$ cat config.mk
export PLATFORM = sky130hd
export DESIGN_NAME = opn_timer_top
export DESIGN_NICKNAME = d
export VERILOG_FILES = /design/src/opn_bus_pkg.sv /design/src/opn_timer_pkg.sv /design/src/opn_reg_port.sv /design/src/opn_timer.sv /design/src/opn_status.sv /design/src/opn_timer_top.sv
export SDC_FILE = /design/constraint.sdc
export NUM_CORES = 1
export LEC_CHECK = 0
export ABC_AREA = 1
export BUFFER_PORTS_ARGS = -buffer_cell sky130_fd_sc_hd__buf_2
export CAP_MARGIN = 20
export CELL_PAD_IN_SITES_DETAIL_PLACEMENT = 0
export CELL_PAD_IN_SITES_GLOBAL_PLACEMENT = 1
export CORE_ASPECT_RATIO = 0.8
export CORE_MARGIN = 2
export CORE_UTILIZATION = 47
export CTS_CLUSTER_DIAMETER = 60
export DETAILED_ROUTE_END_ITERATION = 8
export PLACE_DENSITY_LB_ADDON = 0.1
export SETUP_SLACK_MARGIN = 0.15
export SLEW_MARGIN = 0
export SYNTH_ARGS = -nofsm -noshare
export SYNTH_HDL_FRONTEND = slang
export SYNTH_SLANG_ARGS = --single-unit
$ cat constraint.sdc
create_clock -name clk -period 3.3 [get_ports clk]
set_input_delay 0.165 -clock clk [delete_from_list [all_inputs] [get_ports clk]]
set_output_delay 0.165 -clock clk [all_outputs]
set_load 0.01 [all_outputs]
$ cat src/opn_bus_pkg.sv
// ~~~~~~~~~~~~~~~~~~~~~~~~~~~~~~~~~~~~~~~~
// OPN bus definitions
// Port widths, timer register indices and
// bit positions of control and status
// ~~~~~~~~~~~~~~~~~~~~~~~~~~~~~~~~~~~~~~~~
package opn_bus_pkg;

    typedef logic [7:0] bus_data_t;    // Processor data byte
    typedef logic [1:0] bus_addr_t;    // Bit 0 index/data, bit 1 bank
    typedef logic [7:0] reg_index_t;

    // Timer registers in bank 0
    localparam reg_index_t REG_TIMER_A_HI = 8'h24;  // Value A bits 9..2
    localparam reg_index_t REG_TIMER_A_LO = 8'h25;  // Value A bits 1..0
    localparam reg_index_t REG_TIMER_B    = 8'h26;
    localparam reg_index_t REG_TIMER_CTL  = 8'h27;

    // Control register fields
    localparam int CTL_LOAD_A = 0;
    localparam int CTL_LOAD_B = 1;
    localparam int CTL_IRQ_A  = 2;
    localparam int CTL_IRQ_B  = 3;
    localparam int CTL_CLR_A  = 4;     // Write 1 to drop flag A
    localparam int CTL_CLR_B  = 5;

    // Status byte as seen on a read
    localparam int STAT_FLAG_A = 0;
    localparam int STAT_FLAG_B = 1;
    localparam int STAT_BUSY   = 7;

endpackage

$ cat src/opn_timer_pkg.sv
// ~~~~~~~~~~~~~~~~~~~~~~~~~~~~~~~~~~~~~~~~
// OPN timer definitions
// Timer value types, held configuration
// and one-cycle command strobes
// ~~~~~~~~~~~~~~~~~~~~~~~~~~~~~~~~~~~~~~~~
package opn_timer_pkg;

    typedef logic [9:0] timer_a_t;
    typedef logic [7:0] timer_b_t;

    // Held timer settings, written through the register port
    typedef struct packed {
        timer_a_t value_a;   // Reload value A
        timer_b_t value_b;   // Reload value B
        logic     run_a;
        logic     run_b;
        logic     irq_en_a;
        logic     irq_en_b;
    } timer_cfg_t;

    // Strobes, high for a single clock
    typedef struct packed {
        logic clr_a;
        logic clr_b;
    } timer_cmd_t;

    // Timer B advances once per this many time base ticks
    localparam int TIMER_B_SUBDIV = 16;

endpackage

$ cat src/opn_reg_port.sv
// ~~~~~~~~~~~~~~~~~~~~~~~~~~~~~~~~~~~~~~~~
// OPN register port
// Index latch, timer register decode and
// the busy counter after data writes
// ~~~~~~~~~~~~~~~~~~~~~~~~~~~~~~~~~~~~~~~~
`timescale 1ns/100ps

module opn_reg_port #(
    parameter int BUSY_CYCLES = 32
) (
    input  logic                     clk,
    input  logic                     reset,
    input  logic                     cs_n,
    input  logic                     wr_n,
    input  opn_bus_pkg::bus_addr_t   addr,
    input  opn_bus_pkg::bus_data_t   din,
    output opn_timer_pkg::timer_cfg_t cfg,
    output opn_timer_pkg::timer_cmd_t cmd,
    output logic                     busy
);
    localparam int BUSY_W = $clog2(BUSY_CYCLES + 1);

    opn_bus_pkg::reg_index_t index;
    logic [BUSY_W-1:0]       busy_cnt;
    logic                    write;
    logic                    index_wr;
    logic                    data_wr;

    assign write    = ~cs_n & ~wr_n;
    assign index_wr = write & ~addr[1] & ~addr[0];   // Bank 1 is not decoded
    assign data_wr  = write & ~addr[1] & addr[0];

    always_ff @(posedge clk) begin
        if (reset) begin
            index <= '0;
            cfg   <= '0;
            cmd   <= '0;
        end else begin
            cmd <= '0;                     // Strobes last one clock
            if (index_wr) begin
                index <= din;
            end
            if (data_wr) begin
                case (index)
                    opn_bus_pkg::REG_TIMER_A_HI: cfg.value_a[9:2] <= din;
                    opn_bus_pkg::REG_TIMER_A_LO: cfg.value_a[1:0] <= din[1:0];
                    opn_bus_pkg::REG_TIMER_B:    cfg.value_b      <= din;
                    opn_bus_pkg::REG_TIMER_CTL: begin
                        cfg.run_a    <= din[opn_bus_pkg::CTL_LOAD_A];
                        cfg.run_b    <= din[opn_bus_pkg::CTL_LOAD_B];
                        cfg.irq_en_a <= din[opn_bus_pkg::CTL_IRQ_A];
                        cfg.irq_en_b <= din[opn_bus_pkg::CTL_IRQ_B];
                        cmd.clr_a    <= din[opn_bus_pkg::CTL_CLR_A];
                        cmd.clr_b    <= din[opn_bus_pkg::CTL_CLR_B];
                    end
                    default: ;                 // Other indices belong to FM
                endcase
            end
        end
    end

    // Busy window restarts on every data write
    always_ff @(posedge clk) begin
        if (reset) begin
            busy_cnt <= '0;
        end else if (data_wr) begin
            busy_cnt <= BUSY_W'(BUSY_CYCLES);
        end else if (busy_cnt != '0) begin
            busy_cnt <= busy_cnt - 1'b1;
        end
    end

    assign busy = (busy_cnt != '0);

endmodule

$ cat src/opn_timer.sv
// ~~~~~~~~~~~~~~~~~~~~~~~~~~~~~~~~~~~~~~~~
// OPN timer
// Reloading up-counter on the time base
// with an optional sub-divider
// ~~~~~~~~~~~~~~~~~~~~~~~~~~~~~~~~~~~~~~~~
`timescale 1ns/100ps

module opn_timer #(
    parameter int WIDTH  = 10,
    parameter int SUBDIV = 1
) (
    input  logic             clk,
    input  logic             reset,
    input  logic             cen,
    input  logic             run,
    input  logic [WIDTH-1:0] value,
    output logic             overflow
);
    logic [WIDTH-1:0] cnt;
    logic             run_q;
    logic             load;    // First clock with run high
    logic             tick;    // Counter step

    assign load = run & ~run_q;

    generate
        if (SUBDIV > 1) begin : gen_subdiv
            localparam int DIV_W = $clog2(SUBDIV);
            logic [DIV_W-1:0] div;

            assign tick = cen & (div == DIV_W'(SUBDIV - 1));

            // Phase restarts with each start of the timer
            always_ff @(posedge clk) begin
                if (reset || load) begin
                    div <= '0;
                end else if (run && cen) begin
                    div <= tick ? '0 : div + 1'b1;
                end
            end
        end else begin : gen_nodiv
            assign tick = cen;
        end
    endgenerate

    always_ff @(posedge clk) begin
        if (reset) begin
            run_q    <= 1'b0;
            cnt      <= '0;
            overflow <= 1'b0;
        end else begin
            run_q    <= run;
            overflow <= 1'b0;
            if (load) begin
                cnt <= value;
            end else if (run && tick) begin
                if (&cnt) begin
                    cnt      <= value;     // Wrap back to the reload value
                    overflow <= 1'b1;
                end else begin
                    cnt <= cnt + 1'b1;
                end
            end
        end
    end

endmodule

$ cat src/opn_status.sv
// ~~~~~~~~~~~~~~~~~~~~~~~~~~~~~~~~~~~~~~~~
// OPN status
// Timer flags, IRQ line and status byte
// ~~~~~~~~~~~~~~~~~~~~~~~~~~~~~~~~~~~~~~~~
`timescale 1ns/100ps

module opn_status (
    input  logic                      clk,
    input  logic                      reset,
    input  opn_timer_pkg::timer_cfg_t cfg,
    input  opn_timer_pkg::timer_cmd_t cmd,
    input  logic                      busy,
    input  logic                      overflow_a,
    input  logic                      overflow_b,
    output opn_bus_pkg::bus_data_t    dout,
    output logic                      irq_n
);
    logic flag_a;
    logic flag_b;

    // Clear has priority over a coincident overflow
    always_ff @(posedge clk) begin
        if (reset) begin
            flag_a <= 1'b0;
            flag_b <= 1'b0;
        end else begin
            if (cmd.clr_a) begin
                flag_a <= 1'b0;
            end else if (overflow_a && cfg.irq_en_a) begin
                flag_a <= 1'b1;
            end
            if (cmd.clr_b) begin
                flag_b <= 1'b0;
            end else if (overflow_b && cfg.irq_en_b) begin
                flag_b <= 1'b1;
            end
        end
    end

    // Active low, behaves like an open-drain pull down
    assign irq_n = ~((flag_a & cfg.irq_en_a) | (flag_b & cfg.irq_en_b));

    always_comb begin
        dout                          = '0;
        dout[opn_bus_pkg::STAT_FLAG_A] = flag_a;
        dout[opn_bus_pkg::STAT_FLAG_B] = flag_b;
        dout[opn_bus_pkg::STAT_BUSY]   = busy;
    end

endmodule

$ cat src/opn_timer_top.sv
// ~~~~~~~~~~~~~~~~~~~~~~~~~~~~~~~~~~~~~~~~
// OPN timer slice top level
// Register port, timers A and B and the
// status block behind the processor bus
// ~~~~~~~~~~~~~~~~~~~~~~~~~~~~~~~~~~~~~~~~
`timescale 1ns/100ps

module opn_timer_top #(
    parameter int BUSY_CYCLES = 32
) (
    input  logic                   clk,
    input  logic                   reset,
    input  logic                   cen,      // Time base enable
    input  logic                   cs_n,
    input  logic                   wr_n,
    input  opn_bus_pkg::bus_addr_t addr,
    input  opn_bus_pkg::bus_data_t din,
    output opn_bus_pkg::bus_data_t dout,
    output logic                   irq_n
);
    opn_timer_pkg::timer_cfg_t cfg;
    opn_timer_pkg::timer_cmd_t cmd;
    logic                      busy;
    logic                      overflow_a;
    logic                      overflow_b;

    opn_reg_port #(
        .BUSY_CYCLES (BUSY_CYCLES)
    ) u_port (
        .clk   (clk),
        .reset (reset),
        .cs_n  (cs_n),
        .wr_n  (wr_n),
        .addr  (addr),
        .din   (din),
        .cfg   (cfg),
        .cmd   (cmd),
        .busy  (busy)
    );

    // Timer A steps on every time base tick
    opn_timer #(
        .WIDTH  ($bits(opn_timer_pkg::timer_a_t)),
        .SUBDIV (1)
    ) u_timer_a (
        .clk      (clk),
        .reset    (reset),
        .cen      (cen),
        .run      (cfg.run_a),
        .value    (cfg.value_a),
        .overflow (overflow_a)
    );

    opn_timer #(
        .WIDTH  ($bits(opn_timer_pkg::timer_b_t)),
        .SUBDIV (opn_timer_pkg::TIMER_B_SUBDIV)
    ) u_timer_b (
        .clk      (clk),
        .reset    (reset),
        .cen      (cen),
        .run      (cfg.run_b),
        .value    (cfg.value_b),
        .overflow (overflow_b)
    );

    opn_status u_status (
        .clk        (clk),
        .reset      (reset),
        .cfg        (cfg),
        .cmd        (cmd),
        .busy       (busy),
        .overflow_a (overflow_a),
        .overflow_b (overflow_b),
        .dout       (dout),
        .irq_n      (irq_n)
    );

endmodule

==> metrics.yaml <==
tightest_slew_ps: 533.4
combPwrFrac_pct: 11.2
die_w_um: 97.75
synth_edf_count: 0
leakage_uw: 0.001472
post_drt_wl_per_cell_um: 12.05
synthArstFlopShare_pct: 0
cap_violations: 0
p_sw_uw: 458.4
clkSinkCount: 66
slew_headroom_pct: 64.33
die_area_um2: 7721
antenna_found_initial: 0
die_h_um: 79.00
r2r_start: "u_timer_b.gen_subdiv.div[1]"
status: "complete, no violations"
post-route-util_pct: 52.25
nFillCells: 705
syn_to_final_growth_pct: 8.444
cts_hold_buf: 0
finalHoldViolCount: 0
ys_ff_latch: 66
final_cell_mix: "nand2_1 (79), inv_1 (66), dfxtp_1 (66)"
layout_commonest_cell: "nand2_1"
hold_class: "primary input to register"
gr-total-overflow: 0
multiInputGateArea_um2: 1549
drc: 0
track_usage_pct: 19.15
netlist_instances: 456
ir_worst_vdd_uv: 316.6
arrival_ps: 1530
tritoncts: "built"
worst_ep_required_time_ps: 3130
antenna_cells: 0
clkPwrFrac_pct: 43.8
sw_frac_of_total_pct: 24.37
ys_types: 41
finalMaxSlewViolations: 0
globalplace.congestion: 0.8437
cp-end-kind: "primary output"
clk_path_buf_depth: 2
initial_core_util_pct: 48.18
setup_tns_ps: 0
dp_hpwl_um: 4941
dpl.cell_count: 544
fin_cells: 559
critical_path_class: "register to primary output"
r2r_cells: 10
nets: 487
cts_setup_buffers: 0
vias: 2747
finalPower_uw: 1881
crit_path_max_fanout: 5
power_density_nw_per_um2: 524.9
cp-start-kind: "register"
max_freq_mhz: 589.6
fin_crit_sh_pct: 51.40
clk_pin_slew_ps: 70
clk_latency_ps: 340
ioPinCount: 24
grt_max_degree: 39
whs_ps: 107.5
ys.flop_type: "dfxtp_1"
ant_nets: 0
wl_met2_um: 2583
met1_length_um: 3768
dr.first_iter.drc_count: 160
r2r-end: "u_timer_b.cnt[0]"
seq_power_share_pct: 45.0
grt_pass1_wl_um: 11800
wl_met3_um: 340
htree_levels: 3
grt_pass1_vias: 2439
cp-endpoint: "dout[7]"
top_layer_used: "met4"
wirelength_um: 6738
rows: 27
dr.pass1.iters: 4
io_buffers: 18
coreArea_um2: 6858
r2r_slack_ps: 1730
ctsResizeCount: 0
finalSetupViolCount: 0
rsz0062_at_grt: "no"
register_area_um2: 1321
internal_power_uw: 1423
drt-vias-per-instance: 4.914
startpoint: "u_port.busy_cnt[0]"
drive_gt1_share_pct: 13.77
syn_avg_cell_area_um2: 7.247
clockRootBuffer: "clkbuf_8"
cts_buffers: 9
yosysWarnings: 0
netlist_area_um2: 3304
final.setup_skew_ps: 11.21
seq_area_frac_synth_pct: 39.98
min_period_ps: 1696
==> power groups by stage <==
| stage | registers [uW] | clock network (uW) | logic, uW |
|---|---|---|---|
| 6_report | 847 | 823 | 211 |
| 5_1_grt | 850 | 874 | 249 |
| 4_1_cts | 846 | 840 | 212 |
| 3_5_place_dp | 865 | 0 | 212 |
| 3_3_place_gp | 864 | 0 | 209 |
| 2_1_floorplan | 861 | 0 | 174 |
==> flip-flops by register name, indices dropped and copies added, names as in the netlist <==
signal	cells
u_port.busy_cnt	6
u_port.cfg	22
u_port.cmd	2
u_port.index	8
u_status.flag_a	1
u_status.flag_b	1
u_timer_a.cnt	10
u_timer_a.overflow	1
u_timer_a.run_q	1
u_timer_b.cnt	8
u_timer_b.gen_subdiv.div	4
u_timer_b.overflow	1
u_timer_b.run_q	1
==> kinds of logic after synthesis <==
group,count (synthesis),share of synthesized area (%)
and+or+nand+nor,173,25.33
AOI/OAI and AO/OA,116,18.67
buffers and inverters,93,13.59
DFF,66,39.98
adders and majority gates,4,1.515
xor gates and xnor gates,3,0.7953
other,1,0.1135
==> cell type report <==
type	count	share of cell area (%)
Clock inverter	5	2.863
Inverter	71	7.437
Timing Repair Buffer	19	2.723
Sequential cell	66	36.87
Multi-Input combinational cell	301	43.23
Clock buffer	10	3.841
Tap cell	87	3.038
==> Yosys cell counts (4+ instances only) <==
| cell type | n | area, um2 |
|---|---|---|
| inv_2 | 4 | 15.01 |
| a21oi_1 | 53 | 265.3 |
| nor2_1 | 39 | 146.4 |
| nand4_1 | 6 | 37.54 |
| clkbuf_1 | 4 | 15.01 |
| o21ai_0 | 43 | 215.2 |
| o21ai_1 | 8 | 40.04 |
| nand3_2 | 7 | 70.07 |
| ha_1 | 4 | 50.05 |
| buf_4 | 9 | 67.56 |
| nor2_2 | 4 | 25.02 |
| nand2_1 | 79 | 296.5 |
| dfxtp_1 | 66 | 1321 |
| nand3_1 | 18 | 90.09 |
| buf_6 | 4 | 45.04 |
| inv_1 | 66 | 247.7 |
==> worst max-delay path, stage by stage (launching register included) <==
cell     delay, ps
dfxtp_1        320
inv_1           90
ha_1           190
nand2_1        100
nor2_1         160
nand2_1        160
buf_2          180
==> layer usage <==
metal	up-vias	global-route usage [%]
met5	-	0
li1	1483	-
met4	0	5.417
met3	4	5.018
met1	1195	28.63
met2	65	27.03
==> per-stage QoR <==
step	setup WS, ps	cell area, um2
2_1_floorplan	1938	3319
4_1_cts	1586	3583
5_1_grt	1403	3583
3_5_place_dp	1742	3343
3_3_place_gp	1765	3343
6_report	1604	3583
==> how the worst min path moves through the flow <==
| stage | from | end | slack [ps] | cells after the start |
|---|---|---|---|---|
| 2_1_floorplan | din[5] | u_port.cmd[0] | 280 | 2 |
| 3_3_place_gp | u_port.index[5] | u_port.index[5] | 440 | 2 |
| 3_5_place_dp | u_port.index[5] | u_port.index[5] | 440 | 2 |
| 4_1_cts | din[4] | u_port.cmd[1] | 90 | 3 |
| 5_1_grt | din[5] | u_port.cmd[0] | 90 | 3 |
| 6_report | din[5] | u_port.cmd[0] | 110 | 3 |
Power figures use the tool's default switching activity.
